$ cat src/common/gf2_elim_pkg.sv
// row width constants, token and output structs, token opcode, output kind and state enums
package gf2_elim_pkg;

  // one elimination cell per coefficient column
  localparam int COLS = 4;

  // augmented (right-hand side) bits carried with every row
  localparam int AUG_W = 4;

  localparam int ROW_W = COLS + AUG_W;

  // bit i of coef belongs to cell i
  typedef struct packed {
    logic [COLS-1:0]  coef;
    logic [AUG_W-1:0] aug;
  } row_t;

  // what a token means to the cells
  typedef enum logic [1:0] {
    OP_ROW   = 2'd0,
    OP_PIVOT = 2'd1,
    OP_DRAIN = 2'd2
  } tok_op_t;

  // one pipeline slot whose last flag marks the final token of a phase
  typedef struct packed {
    logic    valid;
    tok_op_t op;
    logic    last;
    row_t    row;
  } tok_t;

  typedef enum logic {
    OUT_RESIDUE = 1'b0,
    OUT_PIVOT   = 1'b1
  } out_kind_t;

  typedef struct packed {
    out_kind_t kind;
    row_t      row;
  } out_row_t;

  typedef enum logic [1:0] {
    ST_IDLE   = 2'd0,
    ST_STREAM = 2'd1,
    ST_DRAIN  = 2'd2,
    ST_WAIT   = 2'd3
  } phase_state_t;

endpackage

$ cat src/elimination/elim_array.sv
// chain of elimination cells and the tail stage that emits rows, fail and done
`timescale 1ns/10ps

module elim_array (
  input  logic                   clk,
  input  logic                   reset,
  input  logic                   clear,
  input  logic                   advance,
  input  gf2_elim_pkg::tok_t     in_tok,
  output gf2_elim_pkg::out_row_t out_row,
  output logic                   out_valid,
  output logic                   advance_block,
  output logic                   done,
  output logic                   fail
);

  gf2_elim_pkg::tok_t link [gf2_elim_pkg::COLS+1];
  gf2_elim_pkg::tok_t tail_tok;

  logic tail_out;

  assign link[0] = in_tok;

  for (genvar i = 0; i < gf2_elim_pkg::COLS; i++) begin : gen_cells
    elim_cell #(
      .COL(i)
    ) elim_cell_inst (
      .clk    (clk),
      .reset  (reset),
      .clear  (clear),
      .advance(advance),
      .in_tok (link[i]),
      .out_tok(link[i+1])
    );
  end

  always_ff @(posedge clk) begin
    if (reset || clear) begin
      tail_tok.valid <= 1'b0;
      fail           <= 1'b0;
    end else if (advance) begin
      tail_tok <= link[gf2_elim_pkg::COLS];
      // a drain token that found no pivot anywhere means a missing column
      if (link[gf2_elim_pkg::COLS].valid &&
          (link[gf2_elim_pkg::COLS].op == gf2_elim_pkg::OP_DRAIN)) begin
        fail <= 1'b1;
      end
    end
  end

  // drain tokens are dropped here and never need a credit
  assign tail_out      = tail_tok.valid && (tail_tok.op != gf2_elim_pkg::OP_DRAIN);
  assign advance_block = tail_out;
  assign out_valid     = tail_out && advance;
  assign done          = tail_tok.valid && tail_tok.last && advance;

  assign out_row.kind = (tail_tok.op == gf2_elim_pkg::OP_PIVOT) ? gf2_elim_pkg::OUT_PIVOT
                                                                : gf2_elim_pkg::OUT_RESIDUE;
  assign out_row.row  = tail_tok.row;

endmodule

$ cat src/elimination/elim_cell.sv
// systolic GF(2) elimination cell with one pivot slot for its column
`timescale 1ns/10ps

module elim_cell #(
  parameter int COL = 0
) (
  input  logic               clk,
  input  logic               reset,
  input  logic               clear,
  input  logic               advance,
  input  gf2_elim_pkg::tok_t in_tok,
  output gf2_elim_pkg::tok_t out_tok
);

  gf2_elim_pkg::row_t pivot;
  gf2_elim_pkg::tok_t tok_next;

  logic                           full;
  logic                           full_next;
  logic                           take;
  logic [gf2_elim_pkg::ROW_W-1:0] reduced;

  // GF(2) row addition
  assign reduced = in_tok.row ^ pivot;

  always_comb begin
    tok_next  = in_tok;
    full_next = full;
    take      = 1'b0;
    if (in_tok.valid) begin
      case (in_tok.op)
        gf2_elim_pkg::OP_ROW: begin
          if (in_tok.row.coef[COL]) begin
            if (!full) begin
              // first row with this column set becomes the pivot
              take           = 1'b1;
              full_next      = 1'b1;
              tok_next.valid = 1'b0;
            end else begin
              tok_next.row = reduced;
            end
          end
        end
        gf2_elim_pkg::OP_DRAIN: begin
          if (full) begin
            tok_next.op  = gf2_elim_pkg::OP_PIVOT;
            tok_next.row = pivot;
            full_next    = 1'b0;
          end
        end
        default: ;
      endcase
    end
  end

  always_ff @(posedge clk) begin
    if (reset || clear) begin
      full          <= 1'b0;
      out_tok.valid <= 1'b0;
    end else if (advance) begin
      full    <= full_next;
      out_tok <= tok_next;
    end
  end

  always_ff @(posedge clk) begin
    if (advance && take) begin
      pivot <= in_tok.row;
    end
  end

endmodule

$ cat src/source/elim_top.sv
// top level joining row memory, phase controller and elimination array of the GF(2) engine
`timescale 1ns/10ps

module elim_top #(
  parameter int MAX_ROWS    = 16,
  parameter int OUT_CREDITS = 4
) (
  input  logic                          clk,
  input  logic                          reset,
  input  logic                          load_en,
  input  logic [$clog2(MAX_ROWS)-1:0]   load_addr,
  input  gf2_elim_pkg::row_t            load_row,
  input  logic                          start,
  input  logic [$clog2(MAX_ROWS+1)-1:0] row_count,
  output gf2_elim_pkg::out_row_t        out_row,
  output logic                          out_valid,
  input  logic                          credit_return,
  output logic                          busy,
  output logic                          done,
  output logic                          fail
);

  gf2_elim_pkg::tok_t mem_tok;
  gf2_elim_pkg::tok_t inj_tok;
  gf2_elim_pkg::tok_t in_tok;

  logic                        rd_en;
  logic [$clog2(MAX_ROWS)-1:0] rd_addr;
  logic                        advance;
  logic                        advance_block;
  logic                        clear;

  // memory rows and drain tokens never occupy the head slot together
  assign in_tok = mem_tok.valid ? mem_tok : inj_tok;

  row_memory #(
    .MAX_ROWS(MAX_ROWS)
  ) row_memory_inst (
    .clk      (clk),
    .reset    (reset),
    .load_en  (load_en),
    .load_addr(load_addr),
    .load_row (load_row),
    .advance  (advance),
    .rd_en    (rd_en),
    .rd_addr  (rd_addr),
    .rd_tok   (mem_tok)
  );

  phase_control #(
    .MAX_ROWS   (MAX_ROWS),
    .OUT_CREDITS(OUT_CREDITS)
  ) phase_control_inst (
    .clk          (clk),
    .reset        (reset),
    .start        (start),
    .row_count    (row_count),
    .advance_block(advance_block),
    .credit_return(credit_return),
    .done         (done),
    .rd_en        (rd_en),
    .rd_addr      (rd_addr),
    .inj_tok      (inj_tok),
    .advance      (advance),
    .busy         (busy),
    .clear        (clear)
  );

  elim_array elim_array_inst (
    .clk          (clk),
    .reset        (reset),
    .clear        (clear),
    .advance      (advance),
    .in_tok       (in_tok),
    .out_row      (out_row),
    .out_valid    (out_valid),
    .advance_block(advance_block),
    .done         (done),
    .fail         (fail)
  );

endmodule

$ cat src/source/phase_control.sv
// phase FSM, read sequencing, drain token injection and output credit counter
`timescale 1ns/10ps

module phase_control #(
  parameter int MAX_ROWS    = 16,
  parameter int OUT_CREDITS = 4
) (
  input  logic                          clk,
  input  logic                          reset,
  input  logic                          start,
  input  logic [$clog2(MAX_ROWS+1)-1:0] row_count,
  input  logic                          advance_block,
  input  logic                          credit_return,
  input  logic                          done,
  output logic                          rd_en,
  output logic [$clog2(MAX_ROWS)-1:0]   rd_addr,
  output gf2_elim_pkg::tok_t            inj_tok,
  output logic                          advance,
  output logic                          busy,
  output logic                          clear
);

  localparam int AW  = $clog2(MAX_ROWS);
  localparam int CW  = $clog2(MAX_ROWS + 1);
  localparam int CRW = $clog2(OUT_CREDITS + 1);
  localparam int DW  = (gf2_elim_pkg::COLS > 1) ? $clog2(gf2_elim_pkg::COLS) : 1;

  gf2_elim_pkg::phase_state_t state;
  gf2_elim_pkg::tok_t         drain_tok;

  logic [CW-1:0]  count_q;
  logic [CW-1:0]  issued;
  logic [DW-1:0]  drain_cnt;
  logic [CRW-1:0] credits;
  logic           start_ok;
  logic           stream_rd;
  logic           consume;
  logic           drain_last;

  assign start_ok   = start && (state == gf2_elim_pkg::ST_IDLE);
  assign clear      = start_ok;
  assign busy       = (state != gf2_elim_pkg::ST_IDLE);
  assign stream_rd  = (state == gf2_elim_pkg::ST_STREAM);
  assign drain_last = (drain_cnt == DW'(gf2_elim_pkg::COLS - 1));

  // pipeline moves unless a row waits at the tail with no credit left
  assign advance = (credits != '0) || !advance_block;
  assign consume = advance_block && advance;

  // row 0 is read in the start cycle itself
  assign rd_en   = advance && (start_ok || stream_rd);
  assign rd_addr = stream_rd ? issued[AW-1:0] : '0;

  always_comb begin
    drain_tok.valid = (state == gf2_elim_pkg::ST_DRAIN);
    drain_tok.op    = gf2_elim_pkg::OP_DRAIN;
    drain_tok.last  = drain_last;
    drain_tok.row   = '0;
  end

  always_ff @(posedge clk) begin
    if (reset) begin
      state <= gf2_elim_pkg::ST_IDLE;
    end else begin
      case (state)
        gf2_elim_pkg::ST_IDLE: begin
          if (start) begin
            state <= (row_count <= CW'(1)) ? gf2_elim_pkg::ST_DRAIN : gf2_elim_pkg::ST_STREAM;
          end
        end
        gf2_elim_pkg::ST_STREAM: begin
          if (advance && (issued + CW'(1) == count_q)) begin
            state <= gf2_elim_pkg::ST_DRAIN;
          end
        end
        gf2_elim_pkg::ST_DRAIN: begin
          if (advance && drain_last) begin
            state <= gf2_elim_pkg::ST_WAIT;
          end
        end
        gf2_elim_pkg::ST_WAIT: begin
          // last token has left the tail
          if (done) begin
            state <= gf2_elim_pkg::ST_IDLE;
          end
        end
        default: state <= gf2_elim_pkg::ST_IDLE;
      endcase
    end
  end

  // read and drain sequencing
  always_ff @(posedge clk) begin
    if (start_ok) begin
      count_q <= row_count;
      issued  <= CW'(1);
    end else if (stream_rd && advance) begin
      issued <= issued + CW'(1);
    end
    if (state != gf2_elim_pkg::ST_DRAIN) begin
      drain_cnt <= '0;
    end else if (advance) begin
      drain_cnt <= drain_cnt + DW'(1);
    end
  end

  // drain slot sits beside the memory read register
  always_ff @(posedge clk) begin
    if (reset) begin
      inj_tok.valid <= 1'b0;
    end else if (advance) begin
      inj_tok <= drain_tok;
    end
  end

  // credit counter is refilled at start and capped at OUT_CREDITS
  always_ff @(posedge clk) begin
    if (reset || start_ok) begin
      credits <= CRW'(OUT_CREDITS);
    end else if (consume && !credit_return) begin
      credits <= credits - CRW'(1);
    end else if (!consume && credit_return && (credits < CRW'(OUT_CREDITS))) begin
      credits <= credits + CRW'(1);
    end
  end

endmodule

$ cat src/source/row_memory.sv
// host-written row storage with a registered token read port that holds while stalled
`timescale 1ns/10ps

module row_memory #(
  parameter int MAX_ROWS = 16
) (
  input  logic                        clk,
  input  logic                        reset,
  input  logic                        load_en,
  input  logic [$clog2(MAX_ROWS)-1:0] load_addr,
  input  gf2_elim_pkg::row_t          load_row,
  input  logic                        advance,
  input  logic                        rd_en,
  input  logic [$clog2(MAX_ROWS)-1:0] rd_addr,
  output gf2_elim_pkg::tok_t          rd_tok
);

  gf2_elim_pkg::row_t rows [MAX_ROWS];

  always_ff @(posedge clk) begin
    if (load_en) begin
      rows[load_addr] <= load_row;
    end
  end

  // head slot of the pipeline whose payload changes only on a read
  always_ff @(posedge clk) begin
    if (reset) begin
      rd_tok.valid <= 1'b0;
    end else if (advance) begin
      rd_tok.valid <= rd_en;
    end
    if (rd_en) begin
      rd_tok.op   <= gf2_elim_pkg::OP_ROW;
      rd_tok.last <= 1'b0;
      rd_tok.row  <= rows[rd_addr];
    end
  end

endmodule

$ cat config.mk
export PLATFORM = sky130hd
export DESIGN_NAME = elim_top
export DESIGN_NICKNAME = d
export VERILOG_FILES = /design/src/common/gf2_elim_pkg.sv /design/src/elimination/elim_array.sv /design/src/elimination/elim_cell.sv /design/src/source/elim_top.sv /design/src/source/phase_control.sv /design/src/source/row_memory.sv
export SDC_FILE = /design/constraint.sdc
export NUM_CORES = 1
export LEC_CHECK = 0
export CAP_MARGIN = 30
export CORE_MARGIN = 1
export CORE_UTILIZATION = 45
export CTS_CLUSTER_SIZE = 14
export DETAILED_ROUTE_END_ITERATION = 12
export DONT_BUFFER_PORTS = 1
export GPL_ROUTABILITY_DRIVEN = 0
export SLEW_MARGIN = 0
export SYNTH_ARGS = -nofsm -noshare
export SYNTH_HDL_FRONTEND = slang
export SYNTH_SLANG_ARGS = --single-unit
$ cat constraint.sdc
create_clock -name clk -period 5.5 [get_ports clk]
set_input_delay 0.275 -clock clk [delete_from_list [all_inputs] [get_ports clk]]
set_output_delay 0.275 -clock clk [all_outputs]
set_load 0.02 [all_outputs]
==> results of run 1 <==
-- sequential cells by signal (all words and copies together) (netlist names), 4 cells and up --
name and count:
elim_array_inst.gen_cells.elim_cell_inst.out_tok 48, row_memory_inst.rows 128, row_memory_inst.rd_tok 9, phase_control_inst.issued 5
elim_array_inst.gen_cells.elim_cell_inst.full 4, elim_array_inst.gen_cells.elim_cell_inst.pivot 32, phase_control_inst.count_q 5, elim_array_inst.out_row 8
elim_array_inst.tail_tok 4
-- power by group through the flow --
stage               clock (W)  combinational [W]  sequential (W)
floorplan                   0           0.000778         0.00244
global placement            0           0.000867         0.00253
detailed placement          0           0.000895         0.00254
CTS                   0.00187           0.000928         0.00250
global route          0.00195            0.00102         0.00253
finish                0.00185           0.000922         0.00251
-- layer usage --
metal  track usage  part of all wire  wire (um)  up-vias
met2         0.316              0.51      10600      140
li1              -                 -          -     2959
met3        0.0271             0.038        783       45
met5             0                 0          0        -
met1         0.210              0.42       8790     3087
met4        0.0542             0.026        532        0
-- worst max path at each step --
stage                           startpoint                   endpoint  cells past startpoint
2_1_floorplan  phase_control_inst.state[0]                  flip-flop                      8
3_3_place_gp   phase_control_inst.state[1]  row_memory_inst.rd_tok[5]                      7
3_5_place_dp   phase_control_inst.state[1]  row_memory_inst.rd_tok[2]                      7
4_1_cts        phase_control_inst.state[1]  row_memory_inst.rd_tok[2]                      7
5_1_grt        phase_control_inst.state[1]  row_memory_inst.rd_tok[0]                      7
6_report       phase_control_inst.state[1]  row_memory_inst.rd_tok[2]                      7
-- layout by cell type (no fill, tap or decap), types with 8 or more instances in the layout --
cell type / netlist / final
a21oi_1: 64 / 64
a311oi_1: 18 / 18
a31oi_1: 12 / 12
and2_1: 22 / 22
buf_4: 9 / 8
clkbuf_16: 0 / 27
dfxtp_1: 24 / 23
dlygate4sd3_1: 0 / 18
edfxtp_1: 229 / 229
inv_1: 13 / 13
mux2_2: 8 / 8
mux4_2: 16 / 16
nand2_1: 46 / 46
nand2b_1: 9 / 9
nand3_1: 15 / 15
nor2_1: 44 / 43
nor2b_1: 46 / 46
nor3_1: 17 / 17
o211ai_1: 20 / 20
o21ai_0: 42 / 42
o22ai_1: 8 / 8
xnor2_1: 9 / 9
-- worst max-delay path: stages, from the launching register on --
cell and delay (ns):
dfxtp_1 0.35, inv_1 0.12, ha_2 0.18, buf_4 0.47, and2_1 0.82, mux4_2 0.61, a21oi_1 0.16, a21oi_1 0.08
-- area by class of cell --
| type | instances | area, um^2 |
|---|---|---|
| fillers | 1954 | 11400 |
| flip-flops and latches | 253 | 7360 |
| multi-input cells | 458 | 3070 |
| clock buffers | 29 | 683 |
| well taps | 319 | 399 |
| repair buffers | 28 | 250 |
| clock inverters | 19 | 224 |
| inverters | 13 | 48.8 |
-- through the flow --
| stage | power, W | area, um^2 | util | hold WS, ns |
|---|---|---|---|---|
| finish | 0.00528 | 12000 | 0.513 | 0.0132 |
| global route | 0.00550 | 12000 | 0.513 | 0.0130 |
| CTS | 0.00531 | 12000 | 0.513 | 0.00897 |
| detailed placement | 0.00344 | 11000 | 0.467 | 0.348 |
| global placement | 0.00340 | 10900 | 0.466 | 0.347 |
| floorplan | 0.00322 | 10700 | - | 0.344 |
-- cell families (layout without fill, tap and decap cells) --
logic type               count (synthesis)  count (layout)
buffers and inverters                   69              89
adder cells (fa/ha/maj)                  8               8
AND/OR/NAND/NOR                        219             219
multiplexers                            27              27
XOR/XNOR                                13              13
flip-flops                             253             253
AO/OA/AOI/OAI                          191             191
==> reports/results.tsv, run 1 <==
stage	metric	value	unit
setup_path	FF-to-FF Start	phase_control_inst.state[1]	
grt	Remaining Overflow, GRT	0	
grt	first-pass GRT wire length	33000	um
logic_synthesis	post-synthesis cell type count	56	
logic_synthesis	YS warnings	0	
clock_tree	TritonCTS clock tree	built	
clock_tree	cts hold-fix bufs	18	
pwr	Pint	0.00382	W
logic_synthesis	Simple-Gate Fraction of Synth Area	0.105	
drt	via count	6231	
pwr	Lkg Pwr	3.87	nW
drt	Routed Antenna Nets	0	
setup_path	CP Data Required Time	5.75	ns
logic_synthesis	count leader, synth	edfxtp_1	
logic_synthesis	Adder-Cell Fraction of Synth Area	0.0100	
logic_synthesis	Cell Area, Synth	10700	um^2
timing	Slew @ Worst Pin	0.992	ns
drt	Residual DRC	0	
clock_tree	H-tree depth	1	
setup_path	Worst Path Arrival	3.34	ns
outcome	status	complete, no violations	
layout	synth-to-layout area growth	12.1	%
hold_path	Hold Crit Class	input pin to flip-flop	
logic_synthesis	number of synthesized flops with an enable pin	229	
hold_path	Hold Crit Depth	1	
grt	largest net degree at the start of global routing	64	
logic_synthesis	main combinational cell family by area after synthesis	compound AO/OA/AOI/OAI gates	
placed_design	post-DP HPWL	13300	um
die	die extent in y	156	um
logic_synthesis	top post-synthesis cells by count	229 x edfxtp_1, 64 x a21oi_1, 46 x nand2_1, 46 x nor2b_1, 44 x nor2_1	
pwr	P per Cell Area	438	nW/um^2
clock_tree	Worst-path clk slew	0.06	ns
grt	initial antenna violation count	0	
clock_tree	CTS buffer count	27	
setup_path	Crit Path Category	flip-flop to flip-flop	
logic_synthesis	synthesized netlist cell count	780	
logic_synthesis	Yosys reg bits	253	
pwr	Clk pwr share	0.350	
setup_path	Startpoint Class	flip-flop	
timing	Final setup viols	0	
drt	drt pass-1 iters	5	
placed_design	pre-CTS setup slack	2.46	ns
setup_path	critical path peak fanout	56	
pwr	Psw	0.00146	W
logic_synthesis	syn avg cell area	13.8	um^2
timing	Final Hold Vio Count	0	
layout	Final nets	811	
grt	GRT Overall Usage	0.173	
die	Starting Density	0.458	
timing	final worst slack	2.41	ns
placed_design	Port Buffers	0	
timing	Slew headroom	0.336	
logic_synthesis	ys async rst share	0	
timing	RSZ-0062 raised after global routing	no	
drt	detailed router's first-iteration violation count	399	
layout	ANT cells	0	
timing	Tmin final	3.09	ns
timing	Setup TNS	0	ns
pwr	combinational share of power	0.175	
drt	wirelength, routed	20700	um
drt	routed wire length per instance	18.5	um
die	die area	24500	um^2
logic_synthesis	Primary FF master, synth	edfxtp_1	
pwr	part of the power in registers	0.475	
logic_synthesis	cell taking the most area after synthesis	edfxtp_1	
clock_tree	Longest Clk Path Bufs	3	
clock_tree	CTS resizes	0	
clock_tree	setup bufs post-CTS	0	
die	Ports	35	
logic_synthesis	Synth Area in XOR/XNOR	0.0106	
clock_tree	clk sinks	253	
pwr	VDD IR max	0.278	mV
setup_path	reg2reg end	row_memory_inst.rd_tok[2]	
setup_path	Reg2Reg Depth	7	
grt	vias in the first global route	6267	
timing	Setup Skew	0.0319	ns
timing	fin. max-slew vios	0	
clock_tree	clock tree root buffer cell	clkbuf_16	
hold_path	hold_sp	load_addr[0]	
die	CORE AREA	23500	um^2
hold_path	Worst Hold Path EP	row_memory_inst.rows[0][6]	
logic_synthesis	register area share after synthesis	0.685	
setup_path	Critical Path Sink Type	flip-flop	
logic_synthesis	mux cell area share after synthesis	0.0459	
setup_path	R2R Setup Slk	2.41	ns
logic_synthesis	share of the synthesized area in the top cell type	0.640	
die	Die Width	156	um
timing	FMAX	324	MHz
logic_synthesis	Synth Area in Compound Gates	0.114	
die	row count	56	
timing	post-route clock period utilization	0.561	
layout	non-filler instance count after layout	1119	
pwr	Switching Share	0.276	
layout	layout cells sized above 1	0.113	
clock_tree	Skew-Pair Late Insertion Delay	0.54	ns
logic_synthesis	top cells by area, synth	edfxtp_1 64%, dfxtp_1 4.5%, mux4_2 3.4%	
run	number of max-cap violations	0	
drt	vias per cell	5.57	
placed_design	Placed Cells	1053	
logic_synthesis	Syn Nets	810	
Power figures use the tool's default switching activity.
==> inputs of run 2 (changes only) <==
--- a/config.mk
+++ b/config.mk
@@ -5,6 +5,7 @@
 export SDC_FILE = /design/constraint.sdc
 export NUM_CORES = 1
 export LEC_CHECK = 0
+export ABC_AREA = 1
 export CAP_MARGIN = 30
 export CORE_MARGIN = 1
 export CORE_UTILIZATION = 45
==> constraint.sdc (replaced) <==
create_clock -name clk -period 3.2 [get_ports clk]
set_input_delay 0.16 -clock clk [delete_from_list [all_inputs] [get_ports clk]]
set_output_delay 0.16 -clock clk [all_outputs]
set_load 0.02 [all_outputs]
==> run 2 against run 1 <==
Largest cell class unchanged. Power increased by 72%. Count of clock-buffer cells in the layout increased by 6. Via count increased by 17%. Critical path type unchanged. Critical path depth increased by 1. Global-route usage increased by 1.6 points. Synthesized cell count increased by 30%.
==> reports/results.tsv, run 2 <==
stage	metric	value	unit	change
setup_path	crit-path cells	inv_1 > ha_1 > nand2_1 > inv_1 > nor2_1 > inv_2 > nor2_4 > buf_4		was inv_1 > ha_2 > buf_4 > and2_1 > mux4_2 > a21oi_1 > a21oi_1
logic_synthesis	post-synthesis cell type count	43		was 56
die	Die Width	159	um	was 156 um
die	Ports	35		unchanged
clock_tree	setup bufs post-CTS	0		unchanged
drt	Residual DRC	0		unchanged
logic_synthesis	Yosys reg bits	253		unchanged
clock_tree	Skew-Pair Late Insertion Delay	0.54	ns	about the same
logic_synthesis	register area share after synthesis	0.665		was 0.685
timing	Setup TNS	0	ns	unchanged
grt	vias in the first global route	7145		was 6267
pwr	VDD IR max	0.441	mV	was 0.278 mV
drt	detailed router's first-iteration violation count	549		was 399
drt	vias per cell	5.35		was 5.57
timing	post-route clock period utilization	0.760		was 0.561
die	CORE AREA	24200	um^2	was 23500 um^2
placed_design	Port Buffers	0		unchanged
layout	layout cells sized above 1	0.0685		was 0.113
outcome	status	complete, no violations		unchanged
layout	Final nets	1046		was 811
die	row count	57		was 56
timing	fin. max-slew vios	0		unchanged
logic_synthesis	YS warnings	0		unchanged
setup_path	Critical Path Sink Type	flip-flop		unchanged
clock_tree	TritonCTS clock tree	built		unchanged
setup_path	R2R Setup Slk	0.77	ns	was 2.41 ns
logic_synthesis	share of the synthesized area in the top cell type	0.622		was 0.640
grt	Remaining Overflow, GRT	0		unchanged
logic_synthesis	cell taking the most area after synthesis	edfxtp_1		unchanged
setup_path	critical path peak fanout	30		was 56
logic_synthesis	top cells by area, synth	edfxtp_1 62%, nor2_1 6.4%, nand2_1 5.1%		was edfxtp_1 64%, dfxtp_1 4.5%, mux4_2 3.4%
layout	non-filler instance count after layout	1362		was 1119
timing	Final setup viols	0		unchanged
clock_tree	CTS resizes	0		unchanged
logic_synthesis	top post-synthesis cells by count	229 x edfxtp_1, 189 x nor2_1, 150 x nand2_1		was 229 x edfxtp_1, 64 x a21oi_1, 46 x nand2_1, 46 x nor2b_1, 44 x nor2_1
hold_path	Hold Crit Depth	6		was 1
layout	area of the multi-input gates	3120	um^2	was 3070 um^2
pwr	overall power	0.00907	W	was 0.00528 W
layout	Reg area	7360	um^2	about the same
setup_path	Reg2Reg Depth	8		was 7
setup_path	Crit Path Category	flip-flop to flip-flop		unchanged
grt	first-pass GRT wire length	37900	um	was 33000 um
setup_path	Startpoint Class	flip-flop		unchanged
clock_tree	clk sinks	253		unchanged
drt	drt pass-1 iters	7		was 5
timing	Final Hold Vio Count	0		unchanged
pwr	Lkg Pwr	4.34	nW	was 3.87 nW
die	die extent in y	159	um	was 156 um
layout	synth-to-layout area growth	11.0	%	was 12.1%
clock_tree	Longest Clk Path Bufs	3		unchanged
logic_synthesis	syn avg cell area	10.9	um^2	was 13.8 um^2
timing	Setup Skew	0.0204	ns	was 0.0319 ns
layout	largest registers	row_memory_inst.rows: 128 flops, elim_array_inst.gen_cells.elim_cell_inst.out_tok: 48 flops, elim_array_inst.gen_cells.elim_cell_inst.pivot: 32 flops		unchanged
drt	wirelength, routed	23400	um	was 20700 um
setup_path	Worst Path Buf+Inv	4		was 2
layout	Filler cells	2146		was 1954
setup_path	Crit path top cell by count	inv_1		was a21oi_1
clock_tree	H-tree depth	1		unchanged
grt	initial antenna violation count	1		was 0
timing	Slew @ Worst Pin	0.864	ns	was 0.992 ns
hold_path	Worst Hold Path EP	phase_control_inst.state[0]		was row_memory_inst.rows[0][6]
logic_synthesis	synthesized netlist cell count	1016		was 780
setup_path	kind of cell adding the most delay to the critical path	buffers and inverters		was simple AND/OR/NAND/NOR gates
clock_tree	clock tree root buffer cell	clkbuf_16		unchanged
drt	routed wire length per instance	17.2	um	was 18.5 um
drt	via count	7290		was 6231
setup_path	Slowest cell on crit path	dfxtp_1		was and2_1
clock_tree	cts hold-fix bufs	16		was 18
logic_synthesis	Primary FF master, synth	edfxtp_1		unchanged
layout	Largest register FFs	128		unchanged
run	number of max-cap violations	0		unchanged
logic_synthesis	ys async rst share	0		unchanged
placed_design	Placed Cells	1295		was 1053
setup_path	Worst Path Arrival	2.62	ns	was 3.34 ns
setup_path	FF-to-FF Start	phase_control_inst.state[0]		was phase_control_inst.state[1]
grt	largest net degree at the start of global routing	65		was 64
timing	FMAX	411	MHz	was 324 MHz
placed_design	post-DP HPWL	15200	um	was 13300 um
logic_synthesis	count leader, synth	edfxtp_1		unchanged
clock_tree	Worst-path clk slew	0.06	ns	about the same
die	die area	25200	um^2	was 24500 um^2
timing	RSZ-0062 raised after global routing	no		unchanged
placed_design	pre-CTS setup slack	0.763	ns	was 2.46 ns
layout	most flop-heavy register	row_memory_inst.rows		unchanged
die	Starting Density	0.457		was 0.458
logic_synthesis	Cell Area, Synth	11100	um^2	was 10700 um^2
layout	most frequent cells in the layout	229 x edfxtp_1, 188 x nor2_1, 150 x nand2_1, 84 x o21ai_0, 73 x inv_1		was 229 x edfxtp_1, 64 x a21oi_1, 46 x nand2_1, 46 x nor2b_1, 43 x nor2_1
setup_path	CP Data Required Time	3.39	ns	was 5.75 ns
grt	GRT Overall Usage	0.189		was 0.173
timing	Slew headroom	0.422		was 0.336
logic_synthesis	number of synthesized flops with an enable pin	229		unchanged
drt	Routed Antenna Nets	0		unchanged
layout	commonest non-fill, non-tap cell in the layout	edfxtp_1		unchanged
hold_path	hold_sp	row_count[4]		was load_addr[0]
pwr	P per Cell Area	739	nW/um^2	was 438 nW/um^2
clock_tree	CTS buffer count	27		unchanged
timing	final worst slack	0.767	ns	was 2.41 ns
timing	Tmin final	2.43	ns	was 3.09 ns
setup_path	CP max stage delay	0.38	ns	was 0.82 ns
hold_path	Hold Crit Class	input pin to flip-flop		unchanged
logic_synthesis	Syn Nets	1046		was 810
run 2: changes by cell type after synthesis, sizes merged, moves of 16 or more:
cell and delta:
a21oi -35, and2 -23, inv +67, mux4 -16, nand2 +108, nand3 +29
nor2 +149, nor2b -46, nor3 -17, o211ai -16, o21ai +58, o311ai +28
run 2: worst max-delay path by stage:
stage                            to  cells after the start                   startpoint
after floorplan           flip-flop                      7  phase_control_inst.state[0]
after global placement    flip-flop                      8  phase_control_inst.state[0]
after CTS                 flip-flop                      8  phase_control_inst.state[0]
after global routing      flip-flop                      8  phase_control_inst.state[0]
final                     flip-flop                      8  phase_control_inst.state[0]
after detailed placement  flip-flop                      8  phase_control_inst.state[0]
run 2: logic make-up (layout without fill, tap and decap cells):
logic type,count (synthesis),count (layout),synth area share
other cells,0,1,0
flops,253,253,0.665
fa+ha+maj,8,8,0.00973
xor+xnor,3,3,0.00238
buf+inv,132,153,0.0538
compound gates,209,209,0.118
simple gates,411,411,0.151
run 2: report_power, final:
group          switching (W)  internal [W]
clock network        0.00126       0.00172
logic                0.00116      0.000553
registers           0.000292       0.00408
total                0.00272       0.00635
run 2: final cells by class:
cell class / instances / share of cell area
Antenna cell: 1 / 0.000204
Clock buffer: 35 / 0.0633
Clock inverter: 15 / 0.00744
Inverter: 80 / 0.0245
Multi-Input combinational cell: 631 / 0.254
Sequential cell: 253 / 0.599
Tap cell: 324 / 0.0330
Timing Repair Buffer: 23 / 0.0183
run 2: per-stage QoR:
| step | instance area (um^2) | util | hold slack, ns |
|---|---|---|---|
| 5_1_grt | 12300 | 0.508 | 0.0932 |
| 3_3_place_gp | 11200 | 0.465 | 0.236 |
| 6_report | 12300 | 0.508 | 0.0495 |
| 2_1_floorplan | 11100 | - | 0.229 |
| 3_5_place_dp | 11200 | 0.465 | 0.238 |
| 4_1_cts | 12300 | 0.508 | 0.0498 |
run 2: layer usage:
| metal | part of all wire | vias to the layer above | global-route usage |
|---|---|---|---|
| met5 | 0 | - | 0 |
| li1 | - | 3596 | - |
| met1 | 0.42 | 3495 | 0.236 |
| met2 | 0.52 | 167 | 0.342 |
| met4 | 0.018 | 0 | 0.0459 |
| met3 | 0.042 | 32 | 0.0280 |
run 2: worst reg2reg max path: cells and delay by family, from the launching register on:
family,cells,cell delay [ns]
simple gates,3,0.66
fa+ha+maj,1,0.22
buf+inv,4,0.83
flops,1,0.38
==> inputs of run 3 (changes only) <==
==> constraint.sdc (replaced) <==
create_clock -name clk -period 2.1 [get_ports clk]
set_input_delay 0.105 -clock clk [delete_from_list [all_inputs] [get_ports clk]]
set_output_delay 0.105 -clock clk [all_outputs]
set_load 0.02 [all_outputs]
==> run 3 against run 2 <==
Die area is the same. Sequential power up 52%. Cell count is 2.3% higher. Power grew 54%. Global-route usage rose by 0.78 points. Register-to-register slack worse by 0.62 ns. Flip-flop and latch count is the same. Largest power group unchanged. Highest routed layer is now met5.
==> reports/results.tsv, run 3 (same netlist as run 2, synthesis figures left out) <==
stage	metric	value	unit	change
outcome	status	complete, no violations		unchanged
placed_design	post-DP HPWL	16200	um	was 15200 um
drt	Residual DRC	0		unchanged
setup_path	CP Data Required Time	2.37	ns	was 3.39 ns
run	number of max-cap violations	0		unchanged
placed_design	Port Buffers	0		unchanged
timing	FMAX	513	MHz	was 411 MHz
grt	Remaining Overflow, GRT	0		unchanged
setup_path	Critical Path Sink Type	flip-flop		unchanged
drt	drt pass-1 iters	5		was 7
layout	most frequent cells in the layout	229 x edfxtp_1, 187 x nor2_1, 149 x nand2_1, 84 x o21ai_0, 69 x inv_1		was 229 x edfxtp_1, 188 x nor2_1, 150 x nand2_1, 84 x o21ai_0, 73 x inv_1
timing	Setup Skew	0.00656	ns	was 0.0204 ns
drt	detailed router's first-iteration violation count	609		was 549
die	die extent in y	159	um	unchanged
hold_path	Hold Crit Depth	2		was 6
setup_path	Worst Path Arrival	2.21	ns	was 2.62 ns
setup_path	Startpoint Class	flip-flop		unchanged
setup_path	Reg2Reg Depth	9		was 8
layout	final cell area excluding filler cells	12600	um^2	was 12300 um^2
layout	non-filler instance count after layout	1394		was 1362
timing	RSZ-0062 raised after global routing	no		unchanged
layout	commonest non-fill, non-tap cell in the layout	edfxtp_1		unchanged
drt	via count	7532		was 7290
die	die area	25200	um^2	unchanged
clock_tree	H-tree depth	1		unchanged
die	Ports	35		unchanged
die	CORE AREA	24200	um^2	unchanged
layout	most flop-heavy register	row_memory_inst.rows		unchanged
grt	initial antenna violation count	1		unchanged
setup_path	kind of cell adding the most delay to the critical path	simple AND/OR/NAND/NOR gates		was buffers and inverters
die	row count	57		unchanged
die	Die Width	159	um	unchanged
grt	GRT Overall Usage	0.197		was 0.189
setup_path	Crit Path Category	flip-flop to flip-flop		unchanged
layout	Final nets	1081		was 1046
setup_path	Worst Path Buf+Inv	2		was 4
setup_path	Slowest cell on crit path	dfxtp_2		was dfxtp_1
timing	Slew headroom	0.473		was 0.422
timing	Tmin final	1.95	ns	was 2.43 ns
drt	Routed Antenna Nets	0		unchanged
pwr	VDD IR max	0.724	mV	was 0.441 mV
pwr	P per Cell Area	1110	nW/um^2	was 739 nW/um^2
clock_tree	CTS buffer count	27		unchanged
drt	wirelength, routed	24500	um	was 23400 um
clock_tree	Worst-path clk slew	0.06	ns	about the same
placed_design	Cell Area, Placed	11600	um^2	was 11200 um^2
placed_design	pre-CTS setup slack	0.0232	ns	was 0.763 ns
pwr	Lkg Pwr	4.48	nW	was 4.34 nW
clock_tree	TritonCTS clock tree	built		unchanged
drt	routed wire length per instance	17.5	um	was 17.2 um
clock_tree	Longest Clk Path Bufs	3		unchanged
timing	Setup TNS	0	ns	unchanged
timing	fin. max-slew vios	0		unchanged
layout	ANT cells	0		was 1
grt	first-pass GRT wire length	39100	um	was 37900 um
timing	post-route clock period utilization	0.928		was 0.760
setup_path	CP max stage delay	0.34	ns	was 0.38 ns
timing	Slew @ Worst Pin	0.788	ns	was 0.864 ns
die	Starting Density	0.457		unchanged
layout	Finished Core Util	0.521		was 0.508
setup_path	WP depth	9		was 8
setup_path	crit-path cells	inv_2 > ha_2 > nand2_2 > buf_12 > or2_0 > o21ai_1 > o22ai_1 > o211ai_1 > nand2_1		was inv_1 > ha_1 > nand2_1 > inv_1 > nor2_1 > inv_2 > nor2_4 > buf_4
layout	largest registers	row_memory_inst.rows: 128 flops, elim_array_inst.gen_cells.elim_cell_inst.out_tok: 48 flops, elim_array_inst.gen_cells.elim_cell_inst.pivot: 32 flops		unchanged
timing	Final Hold Vio Count	0		unchanged
clock_tree	clock tree root buffer cell	clkbuf_16		unchanged
layout	Largest register FFs	128		unchanged
timing	final worst slack	0.151	ns	was 0.767 ns
setup_path	critical path peak fanout	45		was 30
placed_design	Placed Cells	1330		was 1295
clock_tree	clk sinks	253		unchanged
hold_path	Hold Crit Class	input pin to flip-flop		unchanged
layout	layout cells sized above 1	0.100		was 0.0685
grt	vias in the first global route	7141		was 7145
drt	vias per cell	5.40		was 5.35
grt	largest net degree at the start of global routing	46		was 65
clock_tree	Skew-Pair Late Insertion Delay	0.52	ns	was 0.54 ns
timing	Final setup viols	0		unchanged
layout	synth-to-layout area growth	13.8	%	was 11.0%
## run 3: final timing paths
path	from	end	slack, ns
max reg2reg	phase_control_inst.state[1]	row_memory_inst.rd_tok[6]	0.15
min	load_addr[1]	row_memory_inst.rows[6][3]	0.06
min reg2reg	flip-flop	elim_array_inst.tail_tok[8]	0.41
max	phase_control_inst.state[1]	row_memory_inst.rd_tok[6]	0.15
## run 3: report_power, final
group,leakage (nW),switching (W),internal [W]
Combinational,1.78,0.00187,0.00105
Clock,0.400,0.00186,0.00253
Sequential,2.31,0.000420,0.00621
Total,4.48,0.00415,0.00979
## run 3: repair_timing
action	in CTS	in global routing
endpoints found under the hold margin	161	0
setup buffers	0	0
resized for setup	0	4
hold buffers	16	0
setup endpoints to repair	0	9
## run 3: metrics by stage
stage,hold WS (ns),power [W]
after floorplan,0.174,0.00873
after global placement,0.181,0.00953
after detailed placement,0.181,0.00958
after CTS,0.0543,0.0140
after global routing,0.0938,0.0147
final,0.0624,0.0139
## run 3: cell type report
type | instances | area, um^2
Clock buffer | 34 | 722
Multi-Input combinational cell | 631 | 3150
Fill cell | 2129 | 11600
Sequential cell | 253 | 7360
Tap cell | 324 | 405
Inverter | 80 | 312
Clock inverter | 14 | 90.1
Timing Repair Buffer | 58 | 551
## run 3: layer usage
layer	global-route usage	share of wire	up-vias
met3	0.0277	0.050	50
met1	0.254	0.42	3602
met2	0.343	0.50	212
met4	0.0613	0.029	2
met5	0	0.00041	-
li1	-	-	3666
